<file path="src/hw/mram_test_pkg.sv">
package mram_test_pkg;

    localparam int ADDR_W = 18;            // mram address pins
    localparam int DATA_W = 16;            // dqu + dql
    localparam int LOOP_W = 32;            // full-loop counter
    localparam int BAD_W  = 5;             // 0..16 bad bits

    localparam int         REPORT_BYTES = 12;     // bytes per record
    localparam logic [7:0] REPORT_END   = 8'hEE;  // last byte of a record

    // operation code, also byte 0 of the record
    typedef enum logic [1:0] {
        OP_WR = 2'd0,
        OP_RD = 2'd1
    } oper_e;

    // upper/lower byte lanes map onto dqu/dql
    typedef struct packed {
        logic [7:0] upper;                 // dqu, ub_n lane
        logic [7:0] lower;                 // dql, lb_n lane
    } mram_lanes_t;

    // one data word, seen whole or as two lanes
    typedef union packed {
        logic [DATA_W-1:0] word;           // pattern / compare view
        mram_lanes_t       lane;           // pin view
    } mram_word_u;

endpackage
</file>
<file path="src/hw/report_uart.sv">
`timescale 1ns/10ps

module report_uart
    import mram_test_pkg::*;
#(
    parameter int CLKS_PER_BIT = 4
)
(
    input  logic              clk,
    input  logic              rst,
    input  logic              send,
    input  logic [3:0]        byte_idx,
    input  oper_e             op,
    input  logic [ADDR_W-1:0] block_addr,
    input  logic [LOOP_W-1:0] field,
    input  logic [BAD_W-1:0]  bad_bits,
    output logic              busy,
    output logic              tx
);

    localparam int BAUD_W = (CLKS_PER_BIT > 1) ? $clog2(CLKS_PER_BIT) : 1;

    logic [7:0]        byte_sel;           // record byte for byte_idx
    logic [7:0]        shreg;              // data bits still to go
    logic [BAUD_W-1:0] baud;               // clocks within current bit
    logic [3:0]        bit_cnt;            // bits finished, start bit is 0
    logic              bit_end;

    // record layout, msb first for multi-byte fields
    always_comb
    begin
        case (byte_idx)
            4'd0:    byte_sel = 8'(op);
            4'd1:    byte_sel = 8'h00;
            4'd2:    byte_sel = 8'(block_addr[ADDR_W-1:16]);
            4'd3:    byte_sel = block_addr[15:8];
            4'd4:    byte_sel = block_addr[7:0];
            4'd5:    byte_sel = field[31:24];  // loop count or read word
            4'd6:    byte_sel = field[23:16];
            4'd7:    byte_sel = field[15:8];
            4'd8:    byte_sel = field[7:0];
            4'd9:    byte_sel = 8'h00;
            4'd10:   byte_sel = 8'(bad_bits);
            4'(REPORT_BYTES - 1):
                     byte_sel = REPORT_END;
            default: byte_sel = 8'h00;
        endcase
    end

    assign bit_end = busy && (baud == BAUD_W'(CLKS_PER_BIT - 1));

    // shifter, lsb first, fills with stop level
    always_ff @(posedge clk)
    begin
        if (send && !busy)
            shreg <= byte_sel;
        else if (bit_end && bit_cnt != 4'd9)
            shreg <= {1'b1, shreg[7:1]};
    end

    always_ff @(posedge clk)
    begin
        if (rst)
        begin
            busy    <= 1'b0;
            tx      <= 1'b1;               // line idles high
            baud    <= '0;
            bit_cnt <= '0;
        end
        else if (!busy)
        begin
            if (send)
            begin
                busy    <= 1'b1;
                tx      <= 1'b0;           // start bit
                baud    <= '0;
                bit_cnt <= '0;
            end
        end
        else if (bit_end)
        begin
            baud <= '0;
            if (bit_cnt == 4'd9)
            begin
                busy <= 1'b0;              // stop bit done
                tx   <= 1'b1;
            end
            else
            begin
                tx      <= shreg[0];       // next data bit, then stop
                bit_cnt <= bit_cnt + 4'd1;
            end
        end
        else
            baud <= baud + 1'b1;
    end

endmodule

</file>
<file path="config.mk">
export PLATFORM = sky130hd
export DESIGN_NAME = report_uart
export DESIGN_NICKNAME = d
export VERILOG_FILES = /design/src/hw/mram_test_pkg.sv /design/src/hw/report_uart.sv
export SDC_FILE = /design/constraint.sdc
export NUM_CORES = 1
export LEC_CHECK = 0
export ABC_AREA = 1
export BUFFER_PORTS_ARGS = -buffer_cell sky130_fd_sc_hd__buf_2
export CORE_MARGIN = 5
export CORE_UTILIZATION = 33
export CTS_CLUSTER_DIAMETER = 200
export DETAILED_ROUTE_END_ITERATION = 8
export GPL_TIMING_DRIVEN = 1
export SYNTH_ARGS = -nofsm -noshare
export SYNTH_HDL_FRONTEND = slang
export SYNTH_SLANG_ARGS = --single-unit
</file>
<file path="constraint.sdc">
create_clock -name clk -period 1.7 [get_ports clk]
set_input_delay 0.34 -clock clk [delete_from_list [all_inputs] [get_ports clk]]
set_output_delay 0.34 -clock clk [all_outputs]
set_load 0.01 [all_outputs]
</file>
==> results.txt <==
Yosys top cell area share = 0.279
Detailed Routing Iterations Pass 1 = 4
Area of the core region = 3690 sq um
Die Outline Area = 5180 sq um
Inserted Clock Buffers = 3
Nets = 346
Count of final setup violators = 0
Final worst-path cycle share = 0.892
GP Congestion = 0.872
Share of layout cells above drive strength 1 = 0.284
Avg Synthesized Cell Area = 6.03 sq um
Crit path max-delay family = flip-flops
Width of the die = 71.9 microns
Slew at the pin closest to its max-slew limit = 0.711 ns
Clock Sink Count = 16
Synth Warn # = 0
Worst clock skew = 0.00130 ns
Critical Path, Cell by Cell = inv_1 -> ha_1 -> nand2_1 -> o21ai_0 -> nand2_1 -> buf_4
Status = complete, no violations
Number of vias per cell = 4.69
Hold Fails Final Rpt = 0
Starting density of the core = 0.343
EDFF count, synth = 8
Total global routing track utilization = 0.154
Vias in the first global route = 1487
Placement Rows = 22
Synth unique cells = 23
Top-count cell post-synth = sky130_fd_sc_hd__nand2_1
Number of buffers inserted to repair setup after CTS = 0
Clock Pin Slew Worst Setup and Hold Paths = 0.06 ns
Clock Root Buffer = sky130_fd_sc_hd__clkbuf_8
Reg-to-reg slack, setup = 0.18 ns
Final number of max-transition violations = 0
Max Buffers Root-to-Sink = 2
Worst path setup slack after routing = 0.184 ns
Top-level port count = 66
Critical path fanouts, max = 8
R2R cell count = 6
Most frequent cell on the critical path = sky130_fd_sc_hd__nand2_1
LEAKAGE = 0.000935 uW
Count of routing violations after the opening detailed-route iteration = 87
Hold_ws = 0.305 ns
Post-synthesis cell area = 1270 sq um
Pre-CTS setup slack = 0.0450 ns
Total wire length = 3790 microns
Count of input and output buffers = 65
Sum of internal, switching and leakage power = 957 uW
Remaining DRCs = 0
Total global routing overflow = 0
Leading cell types by total area after synthesis = sky130_fd_sc_hd__nand2_1, sky130_fd_sc_hd__edfxtp_1, sky130_fd_sc_hd__dfxtp_1
Seq/Total Area, Yosys = 0.316
Insertion delay of the later-clocked pin in the worst-skew pair = 0.25 ns
Power density over the cells = 565 nW/um^2
CTS tree = yes
Cell count of the worst hold path = 2
Max-slew headroom = 0.524
Peak supply drop = 0.000200 V
Share of flip-flops with an asynchronous set or reset after synthesis = 0
Count of maximum capacitance violations = 0
Number of antenna-violating nets in the routed design = 0
Routed wire length per instance = 11.6 microns
Combined buffer and inverter count along the critical path = 2
Post-CTS resize count = 0
Endpoint required time on the critical path = 1.72 ns
Crit path largest cell delay = 0.31 ns
Most common flop cell mapped by yosys = sky130_fd_sc_hd__edfxtp_1
Vert. Die Dim = 71.9 microns
RSZ-0062 raised after global routing = no
Count of mapped cells out of synthesis = 210
Worst path arrival time = 1.53 ns
Pin count of the biggest net entering global routing = 14
Detail Placement HPWL = 3250 microns
Library cell with the largest summed area after synthesis = sky130_fd_sc_hd__nand2_1
Kind of capture point of the worst setup path = flip-flop
Antenna violations before repair = 0
H-tree level count = 1
Global-route wire length before repair = 6410 microns
Hold Path Class = in -> reg
Area added between synthesis and finish = 33.8%
Commonest cells in the netlist = sky130_fd_sc_hd__nand2_1, sky130_fd_sc_hd__nand3_1, sky130_fd_sc_hd__nor2_1
Post-cts hold buffer count = 0
Register bit total from synthesis = 16
Critical path type = reg -> reg
Sum of negative setup slack = 0 ns
Min Clock Period, post-route = 1.52 ns
Net Count, Synth = 277
Maximum operating frequency = 660 MHz
Count of inserted antenna diode cells = 0
Worst path depth = 6
Slowest library cell on the worst path = sky130_fd_sc_hd__dfxtp_1
Detailed-route via count = 1530
Startpoint kind of the worst setup timing path = flip-flop
==> cells by family (layout without fill, tap and decap cells) <==
group / Yosys count / in the layout / share of synthesized area
AO/OA/AOI/OAI: 12 / 12 / 0.0553
adder cells (fa/ha/maj): 3 / 3 / 0.0296
buffers and inverters: 18 / 86 / 0.0553
flip-flops: 16 / 16 / 0.316
AND/OR/NAND/NOR: 161 / 161 / 0.543
==> placed cells by master, fill, tap and decap left out, drive strengths merged <==
cell,count
nor2,30
nor3,1
edfxtp,8
inv,15
o221a,1
dfxtp,8
a211oi,1
nand2,96
clkbuf,3
and3,1
ha,3
o22ai,1
nand4,1
clkinv,2
nor3b,2
buf,66
o21ai,4
nand3b,1
a21oi,5
nand3,29
==> sequential cells by signal (all words and copies together), names as in the netlist <==
signal   cells
baud         2
bit_cnt      4
busy         1
tx           1
shreg        8
==> power breakdown <==
group | internal (uW) | switching [uW]
logic | 98.7 | 125
clock network | 160 | 132
registers | 432 | 8.65
==> layout make-up <==
| class | count | area [sq um] |
|---|---|---|
| well taps | 48 | 60.1 |
| flip-flops and latches | 16 | 400 |
| multi-input cells | 176 | 796 |
| repair buffers | 66 | 333 |
| clock buffers | 3 | 41.3 |
| inverters | 16 | 60.1 |
| clock inverters | 1 | 3.75 |
| fillers | 421 | 1990 |
==> final timing paths <==
check | startpoint | to
max | bit_cnt[1] | shreg[2]
min | rst | baud[1]
max reg2reg | bit_cnt[1] | shreg[2]
min reg2reg | baud[1] | baud[1]
==> metal layers <==
metal  up-vias  track usage  part of all wire
met5         -            0                 0
met3         7       0.0277             0.063
met1       648        0.211              0.47
met4         0       0.0585             0.023
li1        814            -                 -
met2        61        0.240              0.44
==> per-stage QoR <==
stage	area, sq um	utilization	instances
after global routing	1690	0.459	326
after global placement	1650	0.447	322
after detailed placement	1650	0.447	322
final	1690	0.459	326
after floorplan	1270	-	210
after CTS	1690	0.459	326
Power figures use the tool's default switching activity.
