<file path="config.mk">
export PLATFORM = sky130hd
export DESIGN_NAME = mram_bus_engine
export DESIGN_NICKNAME = d
export VERILOG_FILES = /design/src/hw/mram_test_pkg.sv /design/src/hw/mram_bus_engine.sv
export SDC_FILE = /design/constraint.sdc
export NUM_CORES = 1
export LEC_CHECK = 0
export BUFFER_PORTS_ARGS = -buffer_cell sky130_fd_sc_hd__clkbuf_2
export CORE_MARGIN = 2
export CORE_UTILIZATION = 40
export DETAILED_ROUTE_END_ITERATION = 8
export GPL_ROUTABILITY_DRIVEN = 0
export PLACE_DENSITY = 0.67
export SLEW_MARGIN = 15
export SYNTH_ARGS = -nofsm -noshare
export SYNTH_HDL_FRONTEND = slang
export SYNTH_SLANG_ARGS = --single-unit
</file>
<file path="constraint.sdc">
create_clock -name clk -period 9.4 [get_ports clk]
set_input_delay 0.47 -clock clk [delete_from_list [all_inputs] [get_ports clk]]
set_output_delay 0.47 -clock clk [all_outputs]
set_load 0.005 [all_outputs]
</file>
<file path="src/hw/mram_test_pkg.sv">
package mram_test_pkg;

    localparam int ADDR_W = 18;            // mram address pins
    localparam int DATA_W = 16;            // dqu + dql
    localparam int LOOP_W = 32;            // full-loop counter
    localparam int BAD_W  = 5;             // 0..16 bad bits

    localparam int         REPORT_BYTES = 12;     // bytes per record
    localparam logic [7:0] REPORT_END   = 8'hEE;  // last byte of a record

    // operation code, also byte 0 of the record
    typedef enum logic [1:0] {
        OP_WR = 2'd0,
        OP_RD = 2'd1
    } oper_e;

    // upper/lower byte lanes map onto dqu/dql
    typedef struct packed {
        logic [7:0] upper;                 // dqu, ub_n lane
        logic [7:0] lower;                 // dql, lb_n lane
    } mram_lanes_t;

    // one data word, seen whole or as two lanes
    typedef union packed {
        logic [DATA_W-1:0] word;           // pattern / compare view
        mram_lanes_t       lane;           // pin view
    } mram_word_u;

endpackage
</file>
<file path="src/hw/mram_bus_engine.sv">
`timescale 1ns/10ps

module mram_bus_engine
    import mram_test_pkg::*;
#(
    parameter int WR_PULSE = 2,
    parameter int RD_WAIT  = 2
)
(
    input  logic              clk,
    input  logic              rst,
    input  oper_e             op,
    input  logic [ADDR_W-1:0] block_addr,
    input  logic              invert,
    input  logic              start,
    output logic              done,
    output logic [DATA_W-1:0] read_word,
    output logic [BAD_W-1:0]  bad_bits,
    output logic              e_n,
    output logic              w_n,
    output logic              g_n,
    output logic              ub_n,
    output logic              lb_n,
    output logic [ADDR_W-1:0] addr,
    output mram_word_u        dq_out,
    output logic              dq_oe,
    input  mram_word_u        dq_in
);

    localparam int CNT_MAX = (WR_PULSE > RD_WAIT) ? WR_PULSE : RD_WAIT;
    localparam int CNT_W   = $clog2(CNT_MAX + 1);

    localparam logic [1:0] E_IDLE = 2'd0;  // strobes high
    localparam logic [1:0] E_WR   = 2'd1;  // w_n low
    localparam logic [1:0] E_RD   = 2'd2;  // g_n low while data settles
    localparam logic [1:0] E_REC  = 2'd3;  // recovery with strobes high

    logic [1:0]       state;
    logic [CNT_W-1:0] cnt;                 // strobe cycle counter
    logic             wr_last;
    logic             rd_last;
    mram_word_u       pattern;             // expected word for this block
    mram_word_u       rd_q;                // sampled read data

    // number of set bits in a word
    function automatic logic [BAD_W-1:0] count_ones(input logic [DATA_W-1:0] v);
        logic [BAD_W-1:0] n;
        n = '0;
        for (int i = 0; i < DATA_W; i++)
            n = n + BAD_W'(v[i]);
        return n;
    endfunction

    assign pattern.word = block_addr[DATA_W-1:0] ^ {DATA_W{invert}};
    assign wr_last      = (cnt == CNT_W'(WR_PULSE - 1));
    assign rd_last      = (cnt == CNT_W'(RD_WAIT - 1));
    assign read_word    = rd_q.word;

    // bus address, write data and results
    always_ff @(posedge clk)
    begin
        if (state == E_IDLE && start)
        begin
            addr   <= block_addr;
            dq_out <= pattern;             // write data doubles as compare value
        end
        if (state == E_RD && rd_last)
            rd_q <= dq_in;                 // last cycle with g_n low
        if (state == E_REC)
            bad_bits <= (op == OP_RD) ? count_ones(rd_q.word ^ dq_out.word) : '0;
    end

    always_ff @(posedge clk)
    begin
        if (rst)
        begin
            state <= E_IDLE;
            cnt   <= '0;
            done  <= 1'b0;
            e_n   <= 1'b1;
            w_n   <= 1'b1;
            g_n   <= 1'b1;
            ub_n  <= 1'b1;
            lb_n  <= 1'b1;
            dq_oe <= 1'b0;
        end
        else
        begin
            done <= 1'b0;
            case (state)
                E_IDLE:
                begin
                    if (start)
                    begin
                        cnt  <= '0;
                        e_n  <= 1'b0;      // chip enable and both lanes
                        ub_n <= 1'b0;
                        lb_n <= 1'b0;
                        if (op == OP_RD)
                        begin
                            g_n   <= 1'b0;
                            state <= E_RD;
                        end
                        else
                        begin
                            w_n   <= 1'b0;
                            dq_oe <= 1'b1; // drive dq only with w_n low
                            state <= E_WR;
                        end
                    end
                end
                E_WR:
                begin
                    if (wr_last)
                    begin
                        e_n   <= 1'b1;
                        w_n   <= 1'b1;
                        ub_n  <= 1'b1;
                        lb_n  <= 1'b1;
                        dq_oe <= 1'b0;
                        state <= E_REC;
                    end
                    else
                        cnt <= cnt + 1'b1;
                end
                E_RD:
                begin
                    if (rd_last)
                    begin
                        e_n   <= 1'b1;
                        g_n   <= 1'b1;
                        ub_n  <= 1'b1;
                        lb_n  <= 1'b1;
                        state <= E_REC;
                    end
                    else
                        cnt <= cnt + 1'b1;
                end
                E_REC:
                begin
                    done  <= 1'b1;         // bad_bits lands with done
                    state <= E_IDLE;
                end
            endcase
        end
    end

endmodule

</file>
==> impl_metrics.yaml <==
pwr:
  leakage_nw: 1.56
  cellPowerDensity_nw_per_um2: 330
  vdd.ir_drop.worst_mv: 0.128
global_route:
  grt-ovfl-total: 0
  gr-usage-all-layers: 0.149
  grt_pass1_vias: 1752
  grt_max_degree: 37
  antenna_found_initial: 0
  grt_first_pass_wirelength_um: 8350
finish:
  design.final.nets: 355
  final_util: 0.526
  layout.cells.most_common: "sky130_fd_sc_hd__clkbuf_2"
  count_of_inserted_antenna_diode_cells: 0
  drive_gt1_frac: 0.400
  areaGrowthSynthToFinish_pct: 26.4
  layout.cells.most_common_list: "101 x sky130_fd_sc_hd__clkbuf_2, 55 x sky130_fd_sc_hd__edfxtp_1, 27 x sky130_fd_sc_hd__xor2_1, 19 x sky130_fd_sc_hd__inv_1"
job:
  max-cap-violations: 0
placement:
  count_of_buffers_from_port_buffering: 101
  dpl.hpwl_um: 4200
clocking:
  clk-insertion-delay-late_ps: 330
  clkTransAtPathRegs_ps: 80
  cts_buffers: 9
  clock_tree.buffer_depth: 2
  clock_tree.root_cell: "sky130_fd_sc_hd__clkbuf_8"
  cts-hold-fix-buffers: 0
  post_cts.repair.setup_buffers: 0
  clock_sinks: 64
  clock_tree_from_tritoncts: "built"
  ctsResizeCount: 0
  clock_tree.htree_level_count: 3
drt:
  drt-pass1-iter-count: 4
  finalWirelength_um: 5650
  viasPerCell: 4.59
  dr_total_vias: 1817
  wl_per_cell_um: 14.3
  post-route-drc-count: 0
  dr.first_iter.drc_count: 118
  ant_nets: 0
sta:
  tightestPinTransition_ps: 870
  total_neg_setup_slack_ps: 0
  finalCriticalPeriod_ps: 3800
  fmax_mhz: 263
  report.final.slew_viol_count: 0
  worst_slew_margin_rel: 0.420
  report.final.setup_viol: 0
  setup_repair_after_global_routing_missed_its_margin: "no"
  final_hold_viol_count: 0
  fin_worst_skew_ps: 9.03
  min_period_over_period: 0.405
floorplan:
  floorplan.die_area_um2: 7840
  die_h_um: 88.5
  count_of_pins_on_the_block_boundary: 102
  floorplan.initialDensity: 0.416
  core_area_um2: 6870
  row_count: 30
  die_width_um: 88.5
min_path:
  hold_path_class: "input port to register"
setup_path:
  worst-r2r-setup-slack_ps: 5600
  cp-startpoint: "read_word[0]"
  criticalPathCategory: "register to register"
  worstReg2RegEnd: "bad_bits[3]"
  worstSetupStartpointType: "register"
  critical_path_required_time_ps: 9580
  cp-end-kind: "register"
  path_max_fanout: 2
  worst_ep_arrival_time_ps: 3980
  crit-reg2reg-launch: "read_word[0]"
  crit_end: "bad_bits[3]"
  worst_r2r_path_depth: 12
synthesis:
  count_of_mapped_cells_out_of_synthesis: 189
  mapped_area_um2: 2860
  yosys_register_bits: 64
  synthDistinctLibCells: 32
  synth-warning-count: 0
  mappedNetlistNets: 249
  post_synth.cell_area_avg_um2: 15.1
  yosysSeqAreaShare: 0.641
run_status:
  status: "finished clean"
-- cell type report --
type / instances / area (um2)
Sequential cell: 64 / 1830
Clock buffer: 9 / 124
Timing Repair Buffer: 101 / 505
Fill cell: 599 / 3260
Multi-Input combinational cell: 100 / 912
Clock inverter: 7 / 48.8
Tap cell: 96 / 120
Inverter: 19 / 71.3
-- power breakdown --
group	leakage, nW	total, mW	switching [mW]	internal (mW)
Sequential	0.588	0.410	0.0259	0.384
Combinational	0.889	0.575	0.316	0.260
Clock	0.0789	0.205	0.110	0.0949
-- cells in the mapped netlist, drive strengths merged --
| master | n | area [um2] |
|---|---|---|
| a2111o | 1 | 11.3 |
| nand2b | 5 | 31.3 |
| nand3b | 1 | 7.51 |
| a221o | 1 | 10.0 |
| nand3 | 2 | 10.0 |
| nor3 | 1 | 5.00 |
| dfxtp | 9 | 180 |
| a31oi | 1 | 6.26 |
| mux2i | 2 | 20.0 |
| o21ai | 6 | 30.0 |
| fa | 10 | 200 |
| o221ai | 1 | 8.76 |
| nand2 | 2 | 7.51 |
| nand4b | 2 | 17.5 |
| inv | 19 | 71.3 |
| and2 | 3 | 21.3 |
| ha | 10 | 125 |
| xnor2 | 5 | 43.8 |
| a311oi | 1 | 8.76 |
| xor2 | 27 | 236 |
| a21oi | 9 | 45.0 |
| edfxtp | 55 | 1650 |
| nor2 | 4 | 15.0 |
| a21o | 3 | 22.5 |
| buf | 6 | 43.8 |
| nor2b | 3 | 28.8 |
-- metrics by stage --
| step | hold slack [ps] | worst slack [ps] | total power, mW | cell area, um2 | instances |
|---|---|---|---|---|---|
| floorplan | 442 | 5700 | 0.853 | 2860 | 189 |
| global placement | 438 | 5670 | 0.982 | 3440 | 380 |
| detailed placement | 440 | 5570 | 1.01 | 3440 | 380 |
| CTS | 287 | 5560 | 1.22 | 3610 | 396 |
| global route | 290 | 5380 | 1.32 | 3610 | 396 |
| finish | 306 | 5600 | 1.19 | 3610 | 396 |
-- registers in the layout, indices dropped and copies added (netlist names) --
name       flops
addr          18
bad_bits       5
cnt            2
done           1
dq_oe          1
dq_out        16
g_n            1
lb_n           1
read_word     16
state          2
w_n            1
-- worst max-delay path: stages (launching register included) --
cell and delay [ps]:
sky130_fd_sc_hd__edfxtp_1 400, sky130_fd_sc_hd__xnor2_1 160, sky130_fd_sc_hd__fa_1 540, sky130_fd_sc_hd__inv_1 60, sky130_fd_sc_hd__fa_1 440, sky130_fd_sc_hd__fa_1 520, sky130_fd_sc_hd__inv_1 60, sky130_fd_sc_hd__fa_1 580
sky130_fd_sc_hd__inv_1 60, sky130_fd_sc_hd__ha_1 280, sky130_fd_sc_hd__a21o_1 180, sky130_fd_sc_hd__a21oi_1 180, sky130_fd_sc_hd__mux2i_1 200
-- layer usage --
metal / vias to the layer above / track usage / part of all wire
li1: 875 / - / -
met1: 868 / 0.180 / 0.39
met2: 68 / 0.239 / 0.53
met3: 6 / 0.0448 / 0.070
met4: 0 / 0.0854 / 0.015
met5: - / 0 / 0
-- worst min-delay path by stage --
stage | start | endpoint | slack, ps | cells after the start
floorplan | dq_oe | dq_oe | 440 | 2
global placement | dq_oe | dq_oe | 440 | 2
detailed placement | dq_oe | dq_oe | 440 | 2
CTS | dq_in[9] | read_word[9] | 290 | 1
global route | block_addr[16] | addr[16] | 290 | 1
finish | dq_in[14] | read_word[14] | 310 | 1
-- cells by family (layout without fill, tap and decap cells) --
family          Yosys count  after routing  synth area share
xor+xnor                 32             32            0.0980
compound gates           23             23            0.0499
buf+inv                  25            136            0.0403
simple gates             23             23            0.0503
flops                    64             64             0.641
mux                       2              2           0.00700
fa+ha+maj                20             20             0.114
Note: power is estimated with default switching activity, not from simulation.
