===== src/hw/mram_test_pkg.sv =====
package mram_test_pkg;

    localparam int ADDR_W = 18;            // mram address pins
    localparam int DATA_W = 16;            // dqu + dql
    localparam int LOOP_W = 32;            // full-loop counter
    localparam int BAD_W  = 5;             // 0..16 bad bits

    localparam int         REPORT_BYTES = 12;     // bytes per record
    localparam logic [7:0] REPORT_END   = 8'hEE;  // last byte of a record

    // operation code, also byte 0 of the record
    typedef enum logic [1:0] {
        OP_WR = 2'd0,
        OP_RD = 2'd1
    } oper_e;

    // upper/lower byte lanes map onto dqu/dql
    typedef struct packed {
        logic [7:0] upper;                 // dqu, ub_n lane
        logic [7:0] lower;                 // dql, lb_n lane
    } mram_lanes_t;

    // one data word, seen whole or as two lanes
    typedef union packed {
        logic [DATA_W-1:0] word;           // pattern / compare view
        mram_lanes_t       lane;           // pin view
    } mram_word_u;

endpackage

===== src/hw/mram_test_seq.sv =====
`timescale 1ns/10ps

module mram_test_seq
    import mram_test_pkg::*;
#(
    parameter logic [ADDR_W-1:0] BLOCK_FIRST = 18'h00400,
    parameter logic [ADDR_W-1:0] BLOCK_LAST  = 18'h00403,
    parameter logic [LOOP_W-1:0] LOOP_COUNT  = 32'd2
)
(
    input  logic              clk,
    input  logic              rst,
    output oper_e             op,
    output logic [ADDR_W-1:0] block_addr,
    output logic              invert,
    output logic              start,
    input  logic              done,
    input  logic [DATA_W-1:0] read_word,
    input  logic [BAD_W-1:0]  bad_bits,
    output logic [LOOP_W-1:0] field,
    output logic [BAD_W-1:0]  bad_hold,
    output logic              send,
    output logic [3:0]        byte_idx,
    input  logic              busy,
    output logic              fail,
    output logic              run_done
);

    localparam logic [2:0] S_START     = 3'd0;  // pulse start to engine
    localparam logic [2:0] S_WAIT      = 3'd1;  // memory cycle in flight
    localparam logic [2:0] S_SEND      = 3'd2;  // pulse send for byte_idx
    localparam logic [2:0] S_TX        = 3'd3;  // wait for busy to drop
    localparam logic [2:0] S_NEXT_OP   = 3'd4;  // write -> read
    localparam logic [2:0] S_NEXT_BLK  = 3'd5;  // next block
    localparam logic [2:0] S_NEXT_LOOP = 3'd6;  // next full loop
    localparam logic [2:0] S_END       = 3'd7;  // hold forever

    logic [2:0]        state;
    logic [LOOP_W-1:0] loop_cnt;               // loops completed so far
    logic [DATA_W-1:0] read_hold;              // read word for the record

    assign invert = loop_cnt[0];               // odd loops write ~pattern
    assign field  = (op == OP_WR) ? loop_cnt : LOOP_W'(read_hold);

    // result latch, held for the whole record
    always_ff @(posedge clk)
    begin
        if (state == S_WAIT && done)
        begin
            read_hold <= read_word;
            bad_hold  <= bad_bits;             // zero for writes
        end
    end

    always_ff @(posedge clk)
    begin
        if (rst)
        begin
            state      <= S_START;
            op         <= OP_WR;
            block_addr <= BLOCK_FIRST;
            loop_cnt   <= '0;
            start      <= 1'b0;
            send       <= 1'b0;
            byte_idx   <= '0;
            fail       <= 1'b0;
            run_done   <= 1'b0;
        end
        else
        begin
            start <= 1'b0;                     // both strobes are single pulses
            send  <= 1'b0;
            case (state)
                S_START:
                begin
                    start <= 1'b1;
                    state <= S_WAIT;
                end
                S_WAIT:
                begin
                    if (done)
                    begin
                        byte_idx <= '0;
                        state    <= S_SEND;
                    end
                end
                S_SEND:
                begin
                    send  <= 1'b1;
                    state <= S_TX;
                end
                S_TX:
                begin
                    // busy only shows up the cycle after send
                    if (!send && !busy)
                    begin
                        if (byte_idx == 4'(REPORT_BYTES - 1))
                        begin
                            fail  <= fail | (bad_hold != '0);  // sticky, after report
                            state <= S_NEXT_OP;
                        end
                        else
                        begin
                            byte_idx <= byte_idx + 4'd1;
                            state    <= S_SEND;
                        end
                    end
                end
                S_NEXT_OP:
                begin
                    if (op == OP_WR)
                    begin
                        op    <= OP_RD;                // read back same block
                        state <= S_START;
                    end
                    else
                    begin
                        op    <= OP_WR;
                        state <= S_NEXT_BLK;
                    end
                end
                S_NEXT_BLK:
                begin
                    if (block_addr == BLOCK_LAST)
                        state <= S_NEXT_LOOP;
                    else
                    begin
                        block_addr <= block_addr + 1'b1;
                        state      <= S_START;
                    end
                end
                S_NEXT_LOOP:
                begin
                    if (loop_cnt == LOOP_COUNT - 1'b1)
                    begin
                        run_done <= 1'b1;              // sweep finished
                        state    <= S_END;
                    end
                    else
                    begin
                        loop_cnt   <= loop_cnt + 1'b1; // flips pattern parity
                        block_addr <= BLOCK_FIRST;
                        state      <= S_START;
                    end
                end
                S_END:
                    state <= S_END;                    // no more bus or serial traffic
            endcase
        end
    end

endmodule


===== config.mk =====
export PLATFORM = sky130hd
export DESIGN_NAME = mram_test_seq
export DESIGN_NICKNAME = d
export VERILOG_FILES = /design/src/hw/mram_test_pkg.sv /design/src/hw/mram_test_seq.sv
export SDC_FILE = /design/constraint.sdc
export NUM_CORES = 1
export LEC_CHECK = 0
export ABC_AREA = 1
export BUFFER_PORTS_ARGS = -buffer_cell sky130_fd_sc_hd__buf_2
export CAP_MARGIN = 20
export CORE_UTILIZATION = 30
export DETAILED_ROUTE_END_ITERATION = 7
export SKIP_CTS_REPAIR_TIMING = 1
export SYNTH_ARGS = -nofsm -noshare
export SYNTH_HDL_FRONTEND = slang
export SYNTH_SLANG_ARGS = --single-unit
export TNS_END_PERCENT = 100

===== constraint.sdc =====
create_clock -name clk -period 2.7 [get_ports clk]
set_clock_uncertainty 0.2 [all_clocks]
set_input_delay 0.675 -clock clk [delete_from_list [all_inputs] [get_ports clk]]
set_output_delay 0.675 -clock clk [all_outputs]
set_load 0.02 [all_outputs]

==> impl_metrics.py, run 1 <==
metrics = {
    "status": {
        "status": "finished, final reports clean",
    },
    "die": {
        "initial_core_util_pct": 31.1,
        "io_pins": 91,
        "dieArea_um2": 16500,
        "rows": 45,
        "core_region_area_um2": 15400,
        "die_h_um": 129,
        "die_w_um": 129,
    },
    "synthesis": {
        "syn_area_um2": 4800,
        "postSynthAreaPerCell_um2": 6.44,
        "synth.area.top_cells": "dfxtp_1, nand2_1, edfxtp_1",
        "yosys.area.top_type": "dfxtp_1",
        "ys_types": 32,
        "synthMuxAreaShare_pct": 0.469,
        "netlist.area_leader.share_pct": 25.9,
        "synth_top_family_by_area": "simple AND/OR/NAND/NOR gates",
        "synth-seq-area-share_pct": 39.0,
        "synthAdderAreaFrac_pct": 1.04,
        "synth_compound_gate_area_share_pct": 8.65,
        "yosys_register_bits": 83,
        "synth_fp_nets": 774,
        "ys_warn_count": 0,
        "synthCells": 745,
        "synth-simple-area-share_pct": 40.2,
        "synthXorXnorAreaFrac_pct": 2.55,
    },
    "finish": {
        "final_common_cell": "nand2_1",
        "drive_above_1_share_pct": 15.5,
        "syn_to_final_growth_pct": 20.5,
        "final_cell_mix": "nand2_1, nor2_1, buf_2",
        "nets": 862,
        "utilization_pct": 37.5,
        "diodes": 0,
        "nFillCells": 1743,
        "design_area_um2": 5780,
    },
    "power": {
        "finalPower_w": 0.00266,
        "power_density_nw_per_um2": 460,
        "leakage_nw": 2.37,
        "max-vdd-ir-drop_mv": 0.299,
    },
    "detailed_routing": {
        "via_count": 4874,
        "totalWireLength_mm": 13.5,
        "drtAntennaViolNets": 0,
        "drt_iter0_drc": 249,
        "drcViolationCount": 0,
        "dr.pass1.iters": 5,
        "drt-vias-per-instance": 4.65,
        "post_drt_wl_per_cell_um": 12.9,
    },
    "setup_path": {
        "worst_ep_required_time_ps": 1820,
        "crit_path_max_fanout": 19,
        "slowest_stage": "dfxtp_1",
        "crit_path_end_kind": "primary output",
        "crit_chain": "buf_4 > nand2_1 > o21ai_0 > buf_2",
        "critPathArrivalTime_ps": 1610,
        "worstSetupPathType": "reg -> out",
        "start_kind": "flop",
        "cpPeakStageDelay_ps": 640,
    },
    "sta": {
        "setup_violations": 0,
        "worstMarginPinSlew_ps": 578,
        "setup-tns-final_ps": 0,
        "hold_viol_final": 0,
        "period_share_pct": 92.2,
        "fmax_mhz": 402,
        "timing.final.ws_setup_ps": 212,
        "drv_slew": 0,
        "rsz0062_at_grt": "false",
        "finalCriticalPeriod_ps": 2490,
        "relSlewSlack_pct": 61.5,
    },
    "clocking": {
        "tritoncts": "built",
        "clk_latency_ps": 350,
        "clkTransAtPathRegs_ps": 60,
        "clock_path_buffers": 2,
        "cts.sinks": 83,
        "root_buffer": "clkbuf_16",
        "htreeDepth": 3,
        "cts_buffers": 9,
    },
    "global_routing": {
        "grt.overflow.total": 0,
        "grt_max_degree": 48,
        "grt.total_usage_pct": 17.2,
        "grt_pass1_wl_mm": 22.2,
        "grt_pass1_vias": 4544,
        "antenna_found_initial": 0,
    },
    "placed_design": {
        "dpl_cell_area_um2": 5480,
        "dp_slack_ps": 409,
        "dp_hpwl_mm": 10.1,
        "globalplace.congestion": 0.942,
        "io_buffers": 89,
    },
    "run": {
        "max-cap-violations": 0,
    },
    "hold_path": {
        "hold_path.class": "reg -> reg",
    },
}
routing by layer:
layer / GRT usage [%] / share of wire [%]
met2: 30.4 / 49
met1: 20.5 / 45
met3: 4.24 / 5.2
met5: 0 / 0
met4: 4.98 / 1.1
cells in the mapped netlist:
master and number:
nor2_2 1, buf_1 1, conb_1 1, nand4_1 13
nor2_1 139, or2_2 1, buf_4 3, o21ai_0 32
mux2_2 2, a21oi_1 47, ha_1 4, nand3_2 1
nor3_1 26, nor3_4 1, clkbuf_1 11, nand3_1 36
nand3_4 1, inv_1 71, nor2_4 2, edfxtp_1 21
nand2_2 1, inv_2 4, nor3b_1 3, nor3_2 1
buf_6 2, dfxtp_1 62, o21ai_1 4, nand2_4 1
xnor2_1 1, nand2_1 236, xor2_1 13, buf_2 3
power by group:
part / switching (W) / total [W] / internal (W)
combinational: 0.0000599 / 0.0000897 / 0.0000298
clock: 0.000524 / 0.00127 / 0.000741
sequential: 0.00000987 / 0.00131 / 0.00130
final timing paths:
check / slack (ps) / endpoint / startpoint / depth (start not counted)
hold reg to reg: 270 / fail$_SDFFE_PP0P_ / fail$_SDFFE_PP0P_ / 2
setup reg to reg: 420 / loop_cnt[6]$_SDFFE_PP0P_ / loop_cnt[1]$_SDFFE_PP0P_ / 11
hold / removal: 270 / fail$_SDFFE_PP0P_ / fail$_SDFFE_PP0P_ / 2
setup / recovery: 210 / field[12] / op[0]$_SDFFE_PP0N_ / 4
sequential cells by signal, indices dropped and copies added, names as in the netlist:
signal      count
loop_cnt       32
block_addr     18
read_hold      16
bad_hold        5
byte_idx        4
state           3
fail            1
op              1
run_done        1
send            1
start           1
kinds of logic after synthesis:
logic type / Yosys count
buffers and inverters: 95
DFF: 83
and+or+nand+nor: 463
other: 1
muxes: 2
adders and majority gates: 4
xor gates and xnor gates: 14
AOI/OAI and AO/OA: 83
final cells by class:
class	count	area [µm²]	area share, %
clock buffer	10	239	4.13
tap	211	264	4.56
inverter	75	282	4.87
sequential	83	1870	32.4
clock inverter	6	65.1	1.12
timing repair buffer	97	518	8.96
multi-input combinational	567	2540	44.0
metrics by stage:
| stage | hold slack (ps) | std cells |
|---|---|---|
| 6_report | 269 | 1049 |
| 5_1_grt | 283 | 1049 |
| 4_1_cts | 277 | 1049 |
| 3_5_place_dp | 260 | 1033 |
| 3_3_place_gp | 251 | 1033 |
| 2_1_floorplan | 270 | 745 |
critical path: cells and delay by family, from the launching register on:
| kind | cells | cell delay, ps |
|---|---|---|
| DFF | 1 | 640 |
| AOI/OAI and AO/OA | 1 | 80 |
| buffers and inverters | 2 | 490 |
| and+or+nand+nor | 1 | 60 |
Power figures use the tool's default switching activity.
==> run 2: changes to the inputs <==
--- a/config.mk
+++ b/config.mk
@@ -6,10 +6,10 @@
 export NUM_CORES = 1
 export LEC_CHECK = 0
 export ABC_AREA = 1
-export BUFFER_PORTS_ARGS = -buffer_cell sky130_fd_sc_hd__buf_2
 export CAP_MARGIN = 20
 export CORE_UTILIZATION = 30
 export DETAILED_ROUTE_END_ITERATION = 7
+export DONT_BUFFER_PORTS = 1
 export SKIP_CTS_REPAIR_TIMING = 1
 export SYNTH_ARGS = -nofsm -noshare
 export SYNTH_HDL_FRONTEND = slang
==> run 2 against run 1 <==
Die area unchanged. Sequential cell count unchanged. Utilization down 2.8 points. Register-to-register slack better by 160 ps. Global-route usage down 0.084 points. Worst hold slack worse by 78 ps. Sequential share of layout area up 2.6 points. Sequential power about the same. Final cell count down 8.0%. Clock power about the same. Power down 1.8%.
==> impl_metrics.py, run 2 (same netlist as run 1, synthesis figures left out) <==
metrics = {
    "detailed_routing": {
        "totalWireLength_mm": 13.4,
        "post_drt_wl_per_cell_um": 13.9,
        "dr.pass1.iters": 4,
        "via_count": 4545,
        "drtAntennaViolNets": 0,
        "drt_iter0_drc": 227,
        "drcViolationCount": 0,
        "drt-vias-per-instance": 4.71,
    },
    "finish": {
        "top_regs": "loop_cnt: 32 flops, block_addr: 18 flops, read_hold: 16 flops",
        "finalNonFillerCells": 965,
        "final_common_cell": "nand2_1",
        "drive_above_1_share_pct": 5.97,
        "final_cell_mix": "nand2_1, nor2_1, inv_1",
        "largest_register_ffs": 32,
        "top_register": "loop_cnt",
        "diodes": 0,
        "syn_to_final_growth_pct": 11.6,
        "nets": 778,
    },
    "global_routing": {
        "antenna_found_initial": 0,
        "grt_pass1_vias": 4430,
        "grt.total_usage_pct": 17.1,
        "grt.overflow.total": 0,
        "grt_max_degree": 49,
        "grt_pass1_wl_mm": 22.1,
    },
    "setup_path": {
        "start_kind": "flop",
        "slowest_stage": "o21ai_0",
        "crit_path_end_kind": "primary output",
        "worst_ep_required_time_ps": 1820,
        "r2r-end": "loop_cnt[6]$_SDFFE_PP0P_",
        "rr_worst_depth": 11,
        "r2r_start": "loop_cnt[1]$_SDFFE_PP0P_",
        "worstSetupPathType": "reg -> out",
        "critPathArrivalTime_ps": 1540,
        "crit_chain": "buf_4 > inv_1 > o21ai_0",
        "crit_start": "loop_cnt[0]$_SDFFE_PP0P_",
        "rrSetupSlack_ps": 580,
        "cpPeakStageDelay_ps": 580,
        "crit_path_max_fanout": 4,
        "cp-endpoint": "field[0]",
    },
    "clocking": {
        "tritoncts": "built",
        "clock_path_buffers": 2,
        "htreeDepth": 3,
        "clk_latency_ps": 340,
        "cts.sinks": 83,
        "root_buffer": "clkbuf_16",
        "clkTransAtPathRegs_ps": 60,
        "cts_buffers": 9,
    },
    "power": {
        "p_switching_w": 0.000563,
        "power_density_nw_per_um2": 488,
        "leakage_nw": 1.94,
        "internal_power_w": 0.00205,
        "switching_share_pct": 21.5,
        "finalPower_w": 0.00262,
        "clockPowerShare_pct": 47.9,
        "pwr-share-seq_pct": 50.3,
        "pwr-share-comb_pct": 1.7,
        "max-vdd-ir-drop_mv": 0.324,
    },
    "sta": {
        "whs_ps": 190,
        "hold_viol_final": 0,
        "period_share_pct": 89.4,
        "finalCriticalPeriod_ps": 2410,
        "fmax_mhz": 414,
        "setup_violations": 0,
        "drv_slew": 0,
        "rsz0062_at_grt": "false",
        "worstMarginPinSlew_ps": 765,
        "timing.final.ws_setup_ps": 286,
        "relSlewSlack_pct": 48.5,
        "setup-tns-final_ps": 0,
    },
    "die": {
        "rows": 45,
        "initial_core_util_pct": 31.1,
        "die_h_um": 129,
        "io_pins": 91,
        "core_region_area_um2": 15400,
        "die_w_um": 129,
        "dieArea_um2": 16500,
    },
    "placed_design": {
        "dp_slack_ps": 584,
        "io_buffers": 0,
        "dp_hpwl_mm": 10.1,
        "placed_cells": 949,
        "globalplace.congestion": 0.905,
    },
    "status": {
        "status": "finished, final reports clean",
    },
    "hold_path": {
        "hold_path.class": "in -> reg",
    },
    "run": {
        "max-cap-violations": 0,
    },
}
run 2: metrics by stage:
step / util (%) / instance area, µm²
finish: 34.7 / 5360
CTS: 34.7 / 5360
floorplan: - / 4800
global placement: 32.8 / 5060
global route: 34.7 / 5360
detailed placement: 32.8 / 5060
run 2: layout make-up:
cell class              count  area (µm²)
multi-input cells         567        2540
inverters                  75         282
well taps                 211         264
repair buffers             13        97.6
clock buffers              12         246
clock inverters             4        50.0
fillers                  1697       10100
flip-flops and latches     83        1870
run 2: how the worst min path moves through the flow:
stage | from | endpoint | cells past startpoint
floorplan | loop_cnt[31]$_SDFFE_PP0P_ | loop_cnt[31]$_SDFFE_PP0P_ | 2
global placement | loop_cnt[31]$_SDFFE_PP0P_ | loop_cnt[31]$_SDFFE_PP0P_ | 2
detailed placement | loop_cnt[31]$_SDFFE_PP0P_ | loop_cnt[31]$_SDFFE_PP0P_ | 2
CTS | rst | block_addr[3]$_SDFFE_PP0P_ | 1
global route | rst | block_addr[3]$_SDFFE_PP0P_ | 1
finish | rst | block_addr[14]$_SDFFE_PP0P_ | 1
run 2: worst max-delay path: cells and delay by family, from the launching register on:
kind                   cells  cell delay [ps]
AOI/OAI and AO/OA          1              580
DFF                        1              360
buffers and inverters      2              250
run 2: power by group through the flow:
stage	registers (W)	logic, W	clock network [W]
final	0.00132	0.0000451	0.00125
after global routing	0.00132	0.0000518	0.00132
after CTS	0.00132	0.0000456	0.00128
after detailed placement	0.00134	0.0000454	0
after global placement	0.00134	0.0000453	0
after floorplan	0.00134	0.0000430	0
run 2: layer usage:
layer  global-route usage [%]  up-vias  share of wire [%]
li1                         -     2377                  -
met1                     19.3     2044                 43
met2                     30.5      103                 48
met3                     5.28       21                6.4
met4                     5.54        0                1.9
met5                        0        -                  0
==> run 3: changes to the inputs <==
--- a/config.mk
+++ b/config.mk
@@ -10,6 +10,7 @@
 export CORE_UTILIZATION = 30
 export DETAILED_ROUTE_END_ITERATION = 7
 export DONT_BUFFER_PORTS = 1
+export PLACE_DENSITY_LB_ADDON = 0.08
 export SKIP_CTS_REPAIR_TIMING = 1
 export SYNTH_ARGS = -nofsm -noshare
 export SYNTH_HDL_FRONTEND = slang
==> run 3 against run 2 <==
Largest cell class unchanged. Combinational power decreased by 0.9%. Final cell count rose by 0.41%. Sequential share of layout area is 0.37 points lower. Global-route usage is 1.2 points higher. Design area grew 1.1%. Via count rose by 1.5%.
==> impl_metrics.py, run 3 (same netlist as run 1, synthesis figures left out) <==
metrics = {
    "status": {
        "status": "finished, final reports clean",
    },
    "finish": {
        "nFillCells": 1718,
        "syn_to_final_growth_pct": 12.8,
        "largest_register_ffs": 32,
        "diodes": 0,
        "top_register": "loop_cnt",
        "drive_above_1_share_pct": 6.60,
        "final_cell_mix": "nand2_1, nor2_1, inv_1",
        "nets": 783,
        "multi_input_area_um2": 2540,
        "final_common_cell": "nand2_1",
        "top_regs": "loop_cnt: 32 flops, block_addr: 18 flops, read_hold: 16 flops",
        "finalNonFillerCells": 969,
        "seqCellArea_um2": 1870,
    },
    "power": {
        "internal_power_w": 0.00214,
        "clockPowerShare_pct": 49.6,
        "leakage_nw": 1.99,
        "pwr-share-seq_pct": 48.7,
        "power_density_nw_per_um2": 499,
        "p_switching_w": 0.000557,
        "switching_share_pct": 20.6,
        "max-vdd-ir-drop_mv": 0.285,
        "pwr-share-comb_pct": 1.7,
        "finalPower_w": 0.00270,
    },
    "detailed_routing": {
        "drcViolationCount": 0,
        "drt_iter0_drc": 214,
        "post_drt_wl_per_cell_um": 14.8,
        "totalWireLength_mm": 14.3,
        "via_count": 4613,
        "drt-vias-per-instance": 4.76,
        "drtAntennaViolNets": 0,
        "dr.pass1.iters": 5,
    },
    "clocking": {
        "clkTransAtPathRegs_ps": 60,
        "cts.sinks": 83,
        "cts_buffers": 9,
        "tritoncts": "built",
        "htreeDepth": 3,
        "root_buffer": "clkbuf_16",
        "clk_latency_ps": 340,
        "clock_path_buffers": 2,
    },
    "setup_path": {
        "slowest_stage": "dfxtp_2",
        "r2r-end": "loop_cnt[12]$_SDFFE_PP0P_",
        "crit_start": "op[0]$_SDFFE_PP0N_",
        "rr_worst_depth": 8,
        "r2r_start": "loop_cnt[0]$_SDFFE_PP0P_",
        "crit_path_max_fanout": 33,
        "worst_ep_required_time_ps": 1820,
        "crit_chain": "buf_4 > nor2_1",
        "crit_path_end_kind": "primary output",
        "rrSetupSlack_ps": 540,
        "cpPeakStageDelay_ps": 640,
        "start_kind": "flop",
        "critPathArrivalTime_ps": 1490,
        "worstSetupPathType": "reg -> out",
    },
    "die": {
        "io_pins": 91,
        "dieArea_um2": 16500,
        "die_h_um": 129,
        "rows": 45,
        "core_region_area_um2": 15400,
        "die_w_um": 129,
        "initial_core_util_pct": 31.1,
    },
    "placed_design": {
        "io_buffers": 0,
        "placed_cells": 954,
        "dp_hpwl_mm": 10.8,
        "globalplace.congestion": 0.872,
    },
    "hold_path": {
        "hold_path.class": "in -> reg",
        "hold_start": "rst",
        "min_delay_path_depth": 1,
        "hold_end": "byte_idx[1]$_SDFFE_PP0P_",
    },
    "sta": {
        "relSlewSlack_pct": 55.2,
        "whs_ps": 195,
        "setup-tns-final_ps": 0,
        "finalCriticalPeriod_ps": 2360,
        "fmax_mhz": 423,
        "setup_violations": 0,
        "period_share_pct": 87.6,
        "drv_slew": 0,
        "rsz0062_at_grt": "false",
        "hold_viol_final": 0,
        "worstMarginPinSlew_ps": 664,
    },
    "run": {
        "max-cap-violations": 0,
    },
    "global_routing": {
        "grt.total_usage_pct": 18.3,
        "grt_pass1_wl_mm": 23.2,
        "antenna_found_initial": 0,
        "grt_max_degree": 49,
        "grt.overflow.total": 0,
        "grt_pass1_vias": 4427,
    },
}
[run 3: metal layers]
metal	vias to the layer above	GRT usage (%)	routed length, µm
met5	-	0	0
met4	0	6.30	315
met3	21	4.45	731
met2	102	31.9	7000
met1	2100	21.8	6260
li1	2390	-	-
[run 3: power groups by stage]
stage	sequential, W	clock (W)	combinational (W)
floorplan	0.00134	0	0.0000430
global placement	0.00134	0	0.0000451
detailed placement	0.00134	0	0.0000452
CTS	0.00132	0.00139	0.0000454
global route	0.00132	0.00145	0.0000519
finish	0.00132	0.00134	0.0000447
[run 3: how the worst max path moves through the flow]
stage | slack, ps | endpoint | cells after the start
2_1_floorplan | 120 | byte_idx[3]$_SDFFE_PP0P_ | 7
3_3_place_gp | 600 | loop_cnt[12]$_SDFFE_PP0P_ | 8
3_5_place_dp | 550 | loop_cnt[28]$_SDFFE_PP0P_ | 9
4_1_cts | 260 | field[18] | 2
5_1_grt | 180 | field[18] | 2
6_report | 340 | field[19] | 2
[run 3: through the flow]
step                      utilization [%]  area [µm²]  setup slack (ps)
final                                35.1        5420               336
after global routing                 35.1        5420               181
after CTS                            35.1        5420               262
after detailed placement             33.0        5100               548
after global placement               33.0        5100               600
after floorplan                         -        4800               120
[run 3: cell type report]
type,count,share of cell area (%)
Inverter,75,5.20
Multi-Input combinational cell,567,47.0
Clock buffer,11,4.48
Sequential cell,83,34.6
Timing Repair Buffer,18,2.50
Clock inverter,4,1.36
Tap cell,211,4.88
[run 3: critical path: cells and delay by family (launching register included)]
kind | cells | cell delay [ps]
buffers and inverters | 1 | 330
flip-flops | 1 | 640
AND/OR/NAND/NOR | 1 | 170
